[src/lsu_pkg.sv]
// Load/store unit shared definitions
package lsu_pkg;

    ////////////////////////////////////////////////////////////////////////////
    // Access size codes (funct3)
    // Stores only look at the low two bits
    localparam logic [2:0] fn3_lb  = 3'b000;
    localparam logic [2:0] fn3_lh  = 3'b001;
    localparam logic [2:0] fn3_lw  = 3'b010;
    localparam logic [2:0] fn3_lbu = 3'b100;
    localparam logic [2:0] fn3_lhu = 3'b101;

    ////////////////////////////////////////////////////////////////////////////
    // Exception causes
    localparam logic [3:0] exc_load_misaligned  = 4'd4;
    localparam logic [3:0] exc_store_misaligned = 4'd6;

    ////////////////////////////////////////////////////////////////////////////
    // Widths and sub-unit indices

    // Instruction tag width
    parameter int id_w = 3;

    localparam logic unit_scratch = 1'b0;
    localparam logic unit_bus     = 1'b1;

endpackage

[src/lsu_load_fifo.sv]
// Load attributes FIFO
`timescale 1ns/1ps

module lsu_load_fifo #(
    parameter int fifo_depth = 2
) (
    input  logic                     clk,
    input  logic                     arst_n,
    input  logic                     push,
    input  logic [2:0]               fn3_in,
    input  logic [1:0]               byte_off_in,
    input  logic [lsu_pkg::id_w-1:0] id_in,
    input  logic                     unit_in,
    input  logic                     pop,
    output logic [2:0]               fn3_out,
    output logic [1:0]               byte_off_out,
    output logic [lsu_pkg::id_w-1:0] id_out,
    output logic                     unit_out,
    output logic                     full,
    output logic                     empty,
    output logic                     last_unit
);
    import lsu_pkg::*;

    localparam int ptr_w   = (fifo_depth > 1) ? $clog2(fifo_depth) : 1;
    localparam int cnt_w   = $clog2(fifo_depth + 1);
    localparam int entry_w = 3 + 2 + id_w + 1;

    logic [entry_w-1:0] mem [fifo_depth];
    logic [ptr_w-1:0]   wr_ptr;
    logic [ptr_w-1:0]   rd_ptr;
    logic [cnt_w-1:0]   count;

    always_ff @(posedge clk) begin
        if (push) begin
            mem[wr_ptr] <= {fn3_in, byte_off_in, id_in, unit_in};
        end
    end

    always_ff @(posedge clk or negedge arst_n) begin
        if (!arst_n) begin
            wr_ptr    <= '0;
            rd_ptr    <= '0;
            count     <= '0;
            last_unit <= unit_scratch;
        end else begin
            if (push) begin
                wr_ptr    <= (wr_ptr == ptr_w'(fifo_depth - 1)) ? '0 : wr_ptr + 1'b1;
                last_unit <= unit_in;
            end
            if (pop) begin
                rd_ptr <= (rd_ptr == ptr_w'(fifo_depth - 1)) ? '0 : rd_ptr + 1'b1;
            end
            case ({push, pop})
                2'b10:   count <= count + 1'b1;
                2'b01:   count <= count - 1'b1;
                default: count <= count;
            endcase
        end
    end

    assign {fn3_out, byte_off_out, id_out, unit_out} = mem[rd_ptr];

    assign full  = (count == cnt_w'(fifo_depth));
    assign empty = (count == '0);

    no_underflow: assert property (
        @(posedge clk) disable iff (!arst_n)
        pop |-> !empty
    ) else $error("load completed with no load outstanding");

endmodule

[config.mk]
export PLATFORM = sky130hd
export DESIGN_NAME = lsu_load_fifo
export DESIGN_NICKNAME = d
export VERILOG_FILES = /design/src/lsu_pkg.sv /design/src/lsu_load_fifo.sv
export SDC_FILE = /design/constraint.sdc
export NUM_CORES = 1
export LEC_CHECK = 0
export BUFFER_PORTS_ARGS = -buffer_cell sky130_fd_sc_hd__buf_4
export CORE_UTILIZATION = 48
export DETAILED_ROUTE_END_ITERATION = 7
export PLACE_DENSITY = 0.76
export SLEW_MARGIN = 20
export SYNTH_ARGS = -nofsm -noshare
export SYNTH_HDL_FRONTEND = slang
export SYNTH_SLANG_ARGS = --single-unit
[constraint.sdc]
create_clock -name clk -period 1.7 [get_ports clk]
set_input_delay 0.17 -clock clk [delete_from_list [all_inputs] [get_ports clk]]
set_output_delay 0.17 -clock clk [all_outputs]
set_load 0.05 [all_outputs]
==> results of run 1 <==
[cells in the final DEF (no fill, tap or decap)]
cell type	netlist	layout
sky130_fd_sc_hd__buf_4	0	25
sky130_fd_sc_hd__edfxtp_1	18	18
sky130_fd_sc_hd__mux2_2	10	10
sky130_fd_sc_hd__dfrtp_1	5	4
sky130_fd_sc_hd__nor2_1	3	3
sky130_fd_sc_hd__xor2_1	3	3
sky130_fd_sc_hd__clkbuf_4	0	3
sky130_fd_sc_hd__xnor2_1	2	2
sky130_fd_sc_hd__and2b_2	1	1
sky130_fd_sc_hd__inv_1	1	1
sky130_fd_sc_hd__and2_1	1	1
sky130_fd_sc_hd__ha_1	1	1
sky130_fd_sc_hd__clkinvlp_4	0	1
sky130_fd_sc_hd__dlygate4sd3_1	0	1
sky130_fd_sc_hd__dfrtp_2	0	1
[how the worst max path moves through the flow]
stage	from	endpoint	slack, ns	depth (start not counted)
5_1_grt	rd_ptr	fn3_out[1]	0.07	2
4_1_cts	rd_ptr	unit_out	0.12	2
3_5_place_dp	rd_ptr	unit_out	0.36	2
2_1_floorplan	count[0]	empty	0.46	1
3_3_place_gp	rd_ptr	unit_out	0.36	2
6_report	rd_ptr	unit_out	0.16	2
[stage by stage]
stage / utilization [%] / power [mW] / hold WS (ns)
detailed placement: 63.4 / 1.77 / -0.0238
CTS: 65.9 / 2.02 / 0.0393
global placement: 63.4 / 1.76 / -0.0237
global route: 65.9 / 2.09 / 0.0189
floorplan: - / 1.51 / -0.126
finish: 65.9 / 1.99 / 0.0454
[cell families (layout without fill, tap and decap cells)]
logic type,count (synthesis),count (layout),synth area share [%]
flip-flops,23,23,76.5
buffers and inverters,2,31,1.01
multiplexers,10,10,12.9
AND/OR/NAND/NOR,5,5,3.02
XOR/XNOR,5,5,5.04
adder cells (fa/ha/maj),1,1,1.44
[worst max-delay path: cells and delay by family (launching register included)]
kind	cells	cell delay, ns
buffers and inverters	1	0.19
DFF	1	0.52
muxes	1	0.37
[layer usage]
metal  wire, microns  vias up
met2             626       15
met4              12        0
met3              82        2
met1             505      227
met5               0        -
li1                -      223
[power by group]
part | total [mW] | internal, mW | switching [mW]
sequential | 0.856 | 0.758 | 0.0976
clock | 0.241 | 0.0893 | 0.151
combinational | 0.895 | 0.327 | 0.568
total | 1.99 | 1.17 | 0.817
[state kept, by name, indices dropped and copies added (netlist names)]
| name | count |
|---|---|
| count | 2 |
| rd_ptr | 1 |
| wr_ptr | 1 |
| mem | 18 |
| last_unit | 1 |
[repair_timing]
| action | 4_1_cts | 5_1_grt |
|---|---|---|
| hold buffers | 1 | 0 |
| setup endpoints to repair | 2 | 0 |
| endpoints found under the hold margin | 5 | 0 |
| gates resized for setup | 1 | 0 |
[cell type report]
cell class              count  area [sq um]
clock buffers               3          22.5
clock inverters             1          7.51
fillers                   140           583
inverters                   1          3.75
multi-input cells          21           195
flip-flops and latches     23           667
well taps                  25          31.3
repair buffers             26           198
==> impl_metrics.prom, run 1 <==
# TYPE chip_impl_metric gauge
chip_impl_info{name="clock_tree_from_tritoncts",value="yes"} 1
chip_impl_info{name="top_cells_by_count_synth",value="sky130_fd_sc_hd__edfxtp_1, sky130_fd_sc_hd__mux2_2, sky130_fd_sc_hd__dfrtp_1"} 1
chip_impl_metric{name="cp_max_fo",unit=""} 10
chip_impl_metric{name="drt_first_iter_violations",unit=""} 1
chip_impl_metric{name="dr_total_vias",unit=""} 467
chip_impl_metric{name="rr_worst_depth",unit=""} 1
chip_impl_metric{name="htree_levels",unit=""} 1
chip_impl_metric{name="post_layout_nonfiller_instances",unit=""} 100
chip_impl_metric{name="worstSkewPairLatency",unit="ns"} 0.30
chip_impl_info{name="hold_path.class",value="input pin to register"} 1
chip_impl_info{name="cts.root.buffer_cell",value="sky130_fd_sc_hd__clkbuf_4"} 1
chip_impl_metric{name="antenna_found_initial",unit=""} 0
chip_impl_metric{name="synth_nets",unit=""} 60
chip_impl_metric{name="layout.nets",unit=""} 90
chip_impl_metric{name="cp.required",unit="ns"} 1.53
chip_impl_metric{name="synth-async-reset-ratio",unit="%"} 21.7
chip_impl_metric{name="place_ws",unit="ns"} 0.360
chip_impl_info{name="worst_r2r_startpoint",value="wr_ptr"} 1
chip_impl_metric{name="pin_count",unit=""} 25
chip_impl_info{name="timing_worst_setup_path_type",value="register to primary output"} 1
chip_impl_metric{name="worstMarginPinSlew",unit="ns"} 0.417
chip_impl_info{name="crit_chain",value="mux2_2 -> buf_4"} 1
chip_impl_metric{name="insertedDiodeCount",unit=""} 0
chip_impl_metric{name="worst_endpoint_data_arrival_time",unit="ns"} 1.37
chip_impl_info{name="critical_path.endpoint_type",value="primary output"} 1
chip_impl_metric{name="slew_violations",unit=""} 0
chip_impl_metric{name="setup_viol",unit=""} 0
chip_impl_info{name="timing.hold.worst.start",value="pop"} 1
chip_impl_info{name="synth-main-ff-cell",value="sky130_fd_sc_hd__edfxtp_1"} 1
chip_impl_metric{name="antenna_violating_nets_post_route",unit=""} 0
chip_impl_metric{name="grt.met1_usage",unit="%"} 15.4
chip_impl_metric{name="dp.final_hpwl",unit="microns"} 900
chip_impl_metric{name="wl_per_cell",unit="microns"} 12.3
chip_impl_metric{name="mapped_cell_area",unit="sq um"} 870
chip_impl_metric{name="dpl_cell_area",unit="sq mm"} 0.00108
chip_impl_metric{name="reg2reg_slack",unit="ns"} 0.57
chip_impl_metric{name="yosys.area.top_type_share",unit="%"} 62.2
chip_impl_metric{name="placement.io_buffers",unit=""} 24
chip_impl_metric{name="power.density_cell_area",unit="mW/mm^2"} 1770
chip_impl_metric{name="chipHeight",unit="microns"} 44.6
chip_impl_metric{name="yosys_register_bits",unit=""} 23
chip_impl_metric{name="synthDistinctLibCells",unit=""} 11
chip_impl_metric{name="max_freq",unit="MHz"} 647
chip_impl_metric{name="setup_tns",unit="ns"} 0
chip_impl_metric{name="path_clk_slew",unit="ns"} 0.12
chip_impl_metric{name="number_of_drc_violations_after_detailed_routing",unit=""} 0
chip_impl_info{name="status",value="complete, no violations"} 1
chip_impl_metric{name="first_global_vias",unit=""} 444
chip_impl_metric{name="syn_to_final_growth",unit="%"} 29.4
chip_impl_info{name="hold_end",value="rd_ptr"} 1
chip_impl_metric{name="cts.path.max_buffers",unit=""} 2
chip_impl_metric{name="finalClockSkew",unit="ns"} 0.00425
chip_impl_info{name="ys_top_cells_by_area",value="sky130_fd_sc_hd__edfxtp_1, sky130_fd_sc_hd__dfrtp_1, sky130_fd_sc_hd__mux2_2, sky130_fd_sc_hd__xor2_1, sky130_fd_sc_hd__xnor2_1"} 1
chip_impl_info{name="synth_most_common_cell",value="sky130_fd_sc_hd__edfxtp_1"} 1
chip_impl_metric{name="post_drt_via_cell_ratio",unit=""} 4.67
chip_impl_metric{name="grt_use_total",unit="%"} 13.7
chip_impl_metric{name="timing_hold_violations_final",unit=""} 0
chip_impl_metric{name="hold-path-cell-count",unit=""} 2
chip_impl_metric{name="coreArea",unit="sq mm"} 0.00171
chip_impl_metric{name="post_synth.cell_area_avg",unit="sq um"} 18.9
chip_impl_info{name="grt-busiest-layer",value="met2"} 1
chip_impl_metric{name="grt_overflow",unit=""} 0
chip_impl_metric{name="edff_count_synth",unit=""} 18
chip_impl_metric{name="drt_pass1_iterations",unit=""} 3
chip_impl_metric{name="wire_length_of_the_first_global_routing_pass",unit="microns"} 1860
chip_impl_metric{name="cts_made_buffers",unit=""} 3
chip_impl_metric{name="design.die.area",unit="sq mm"} 0.00199
chip_impl_info{name="synth.largest_area_cell",value="sky130_fd_sc_hd__edfxtp_1"} 1
chip_impl_metric{name="pin_count_of_the_biggest_net_entering_global_routing",unit=""} 15
chip_impl_metric{name="worst_ir_drop_vdd",unit="mV"} 0.942
chip_impl_info{name="grt_setup_unrepaired",value="no"} 1
chip_impl_metric{name="floorplan.rows",unit=""} 15
chip_impl_metric{name="seq_area_frac_synth",unit="%"} 76.5
chip_impl_metric{name="least_setup_slack_across_all_paths_after_layout",unit="ns"} 0.155
chip_impl_metric{name="met3_usage",unit="%"} 4.90
chip_impl_info{name="worst_r2r_endpoint",value="mem[1][5]"} 1
chip_impl_metric{name="layout-drive-gt1-share",unit="%"} 54.7
chip_impl_metric{name="finalInstanceArea",unit="sq mm"} 0.00112
chip_impl_metric{name="postSynthCellCount",unit=""} 46
chip_impl_info{name="setup.worst_path.start_class",value="register"} 1
chip_impl_metric{name="met2_usage",unit="%"} 23.5
chip_impl_metric{name="max_slew_margin",unit="%"} 72.2
chip_impl_metric{name="max-cap-violations",unit=""} 0
chip_impl_metric{name="gp_congestion",unit=""} 0.669
chip_impl_metric{name="floorplan.initialDensity",unit="%"} 50.9
chip_impl_metric{name="yosys_synthesis_warning_count",unit=""} 0
chip_impl_metric{name="num_clock_sinks",unit=""} 23
chip_impl_metric{name="cts_setup_buffers",unit=""} 0
chip_impl_metric{name="route.final.wire_length",unit="microns"} 1230
chip_impl_metric{name="power.static_leakage",unit="nW"} 0.449
chip_impl_info{name="cp_slowest_cell",value="sky130_fd_sc_hd__dfrtp_2"} 1
chip_impl_metric{name="post-route-min-period",unit="ns"} 1.54
chip_impl_metric{name="fin_crit_sh",unit="%"} 90.9
chip_impl_metric{name="placed_cell_count",unit=""} 95
chip_impl_metric{name="cp_slowest_stage_delay",unit="ns"} 0.52
chip_impl_metric{name="die-width",unit="microns"} 44.6
(Power assumes the default switching activity.)
==> run 2, diff against run 1 <==
--- a/config.mk
+++ b/config.mk
@@ -7,6 +7,7 @@
 export LEC_CHECK = 0
 export BUFFER_PORTS_ARGS = -buffer_cell sky130_fd_sc_hd__buf_4
 export CORE_UTILIZATION = 48
+export CTS_BUF_LIST = sky130_fd_sc_hd__clkbuf_4 sky130_fd_sc_hd__clkbuf_8 sky130_fd_sc_hd__clkbuf_16
 export DETAILED_ROUTE_END_ITERATION = 7
 export PLACE_DENSITY = 0.76
 export SLEW_MARGIN = 20
==> constraint.sdc (replaced) <==
create_clock -name clk -period 1.7 [get_ports clk]
set_input_delay 0.085 -clock clk [delete_from_list [all_inputs] [get_ports clk]]
set_output_delay 0.085 -clock clk [all_outputs]
set_load 0.05 [all_outputs]
==> run 2 against run 1 <==
Effect of this change:
- combinational power rose by 2.6%
- clock-buffer cell count is the same
- sequential power is essentially flat
- cell count grew 11%
- final area increased by 9.7%
- die area did not move
- core utilization up 6.4 points
- via count up 8.1%
- critical endpoint is now id_out[1]
- highest routed layer unchanged
==> impl_metrics.prom, run 2 (synthesized netlist as in run 1, its figures left out) <==
# TYPE chip_impl_metric gauge
chip_impl_metric{name="htree_levels",unit=""} 1
chip_impl_metric{name="placement.io_buffers",unit=""} 24
chip_impl_info{name="final_common_cell",value="sky130_fd_sc_hd__buf_4"} 1
chip_impl_metric{name="cts.path.max_buffers",unit=""} 2
chip_impl_metric{name="max_slew_margin",unit="%"} 70.7
chip_impl_metric{name="worstSkewPairLatency",unit="ns"} 0.30
chip_impl_metric{name="grt_use_total",unit="%"} 15.8
chip_impl_metric{name="max-cap-violations",unit=""} 0
chip_impl_metric{name="setup_viol",unit=""} 0
chip_impl_metric{name="design.die.area",unit="sq mm"} 0.00199
chip_impl_metric{name="chipHeight",unit="microns"} 44.6
chip_impl_metric{name="die-width",unit="microns"} 44.6
chip_impl_metric{name="post_cts.resized_instances",unit=""} 0
chip_impl_metric{name="gp_congestion",unit=""} 0.669
chip_impl_metric{name="drt_pass1_iterations",unit=""} 1
chip_impl_metric{name="first_global_vias",unit=""} 492
chip_impl_metric{name="grt_overflow",unit=""} 0
chip_impl_metric{name="least_setup_slack_across_all_paths_after_layout",unit="ns"} 0.113
chip_impl_metric{name="number_of_drc_violations_after_detailed_routing",unit=""} 0
chip_impl_info{name="layout_common_cells",value="sky130_fd_sc_hd__buf_4, sky130_fd_sc_hd__edfxtp_1, sky130_fd_sc_hd__dlygate4sd3_1"} 1
chip_impl_metric{name="route.final.wire_length",unit="microns"} 1380
chip_impl_metric{name="finalClockSkew",unit="ns"} 0.0104
chip_impl_metric{name="post-route-min-period",unit="ns"} 1.59
chip_impl_metric{name="path_clk_slew",unit="ns"} 0.13
chip_impl_metric{name="num_clock_sinks",unit=""} 23
chip_impl_metric{name="wire_length_of_the_first_global_routing_pass",unit="microns"} 2130
chip_impl_metric{name="insertedDiodeCount",unit=""} 0
chip_impl_info{name="clock_tree_from_tritoncts",value="yes"} 1
chip_impl_metric{name="final_core_utilization",unit="%"} 72.2
chip_impl_metric{name="fin_hold_ws",unit="ns"} 0.102
chip_impl_metric{name="placed_cell_count",unit=""} 95
chip_impl_metric{name="layout.nets",unit=""} 101
chip_impl_metric{name="place_ws",unit="ns"} 0.445
chip_impl_metric{name="antenna_found_initial",unit=""} 0
chip_impl_metric{name="cts_made_buffers",unit=""} 3
chip_impl_metric{name="floorplan.initialDensity",unit="%"} 50.9
chip_impl_metric{name="cp.required",unit="ns"} 1.62
chip_impl_metric{name="coreArea",unit="sq mm"} 0.00171
chip_impl_metric{name="total_power",unit="mW"} 2.01
chip_impl_metric{name="drt_first_iter_violations",unit=""} 0
chip_impl_info{name="timing_worst_setup_path_type",value="register to primary output"} 1
chip_impl_info{name="grt_setup_unrepaired",value="no"} 1
chip_impl_metric{name="wl_per_cell",unit="microns"} 12.5
chip_impl_metric{name="finalInstanceArea",unit="sq mm"} 0.00123
chip_impl_metric{name="pin_count_of_the_biggest_net_entering_global_routing",unit=""} 15
chip_impl_metric{name="setup_tns",unit="ns"} 0
chip_impl_metric{name="power.static_leakage",unit="nW"} 0.496
chip_impl_metric{name="max_freq",unit="MHz"} 630
chip_impl_info{name="setup.worst_path.start_class",value="register"} 1
chip_impl_metric{name="dp.final_hpwl",unit="microns"} 900
chip_impl_info{name="reg_top3",value="mem (18), count (2)"} 1
chip_impl_info{name="status",value="complete, no violations"} 1
chip_impl_metric{name="cp_max_fo",unit=""} 10
chip_impl_info{name="critical_path.endpoint_type",value="primary output"} 1
chip_impl_metric{name="layout-drive-gt1-share",unit="%"} 46.5
chip_impl_metric{name="syn_to_final_growth",unit="%"} 41.9
chip_impl_metric{name="worst_endpoint_data_arrival_time",unit="ns"} 1.50
chip_impl_metric{name="number_of_flip_flops_in_the_largest_register",unit=""} 18
chip_impl_metric{name="worstMarginPinSlew",unit="ns"} 0.440
chip_impl_metric{name="antenna_violating_nets_post_route",unit=""} 0
chip_impl_metric{name="slew_violations",unit=""} 0
chip_impl_metric{name="dpl_cell_area",unit="sq mm"} 0.00108
chip_impl_metric{name="floorplan.rows",unit=""} 15
chip_impl_metric{name="timing_hold_violations_final",unit=""} 0
chip_impl_metric{name="power.density_cell_area",unit="mW/mm^2"} 1630
chip_impl_metric{name="worst_ir_drop_vdd",unit="mV"} 1.04
chip_impl_metric{name="fin_crit_sh",unit="%"} 93.4
chip_impl_metric{name="pin_count",unit=""} 25
chip_impl_info{name="cts.root.buffer_cell",value="sky130_fd_sc_hd__clkbuf_4"} 1
chip_impl_metric{name="post_drt_via_cell_ratio",unit=""} 4.55
chip_impl_metric{name="dr_total_vias",unit=""} 505
chip_impl_info{name="largest_register",value="mem"} 1
chip_impl_info{name="hold_path.class",value="input pin to async pin"} 1
chip_impl_metric{name="post_layout_nonfiller_instances",unit=""} 111
==> run 2: changes by cell type in the layout (fill, tap and decap cells not counted), sizes merged <==
cell / change
dlygate4sd3: +11
==> run 2: what timing repair did <==
item,CTS,global route
buffers inserted,0,0
endpoints found under the hold margin,25,0
hold buffers,12,0
endpoints found under the setup margin,0,0
==> run 2: area by class of cell <==
type / instances / area, sq um
Fill cell: 128 / 474
Sequential cell: 23 / 666
Timing Repair Buffer: 37 / 308
Multi-Input combinational cell: 21 / 195
Tap cell: 25 / 31.3
Clock inverter: 1 / 7.51
Clock buffer: 3 / 22.5
Inverter: 1 / 3.75
==> run 2: power breakdown <==
group | internal, mW | leakage (nW) | switching (mW)
registers | 0.756 | 0.227 | 0.0976
clock network | 0.0893 | 0.0139 | 0.153
logic | 0.344 | 0.254 | 0.575
total | 1.19 | 0.496 | 0.826
==> run 2: worst max-delay path, stage by stage (launching register included) <==
cell and delay, ns:
sky130_fd_sc_hd__dfrtp_1 0.61, sky130_fd_sc_hd__mux2_2 0.40, sky130_fd_sc_hd__buf_4 0.19
==> run 2: path summary, 6_finish.rpt <==
| kind | start | endpoint | slack, ns | cells past startpoint |
|---|---|---|---|---|
| max in group asynchronous | arst_n | last_unit | 1.48 | 2 |
| setup reg to reg | wr_ptr | mem[1][5] | 0.55 | 1 |
| hold / removal | arst_n | wr_ptr | 0.10 | 2 |
| setup / recovery | rd_ptr | id_out[1] | 0.11 | 2 |
| min in group clk | wr_ptr | wr_ptr | 0.49 | 1 |
| hold reg to reg | wr_ptr | wr_ptr | 0.49 | 1 |
==> run 2: routing by layer <==
metal  GRT usage, %  wire length, microns
met3           5.31                    64
met1           18.2                   599
met5              0                     0
met2           28.2                   708
met4           3.64                    10
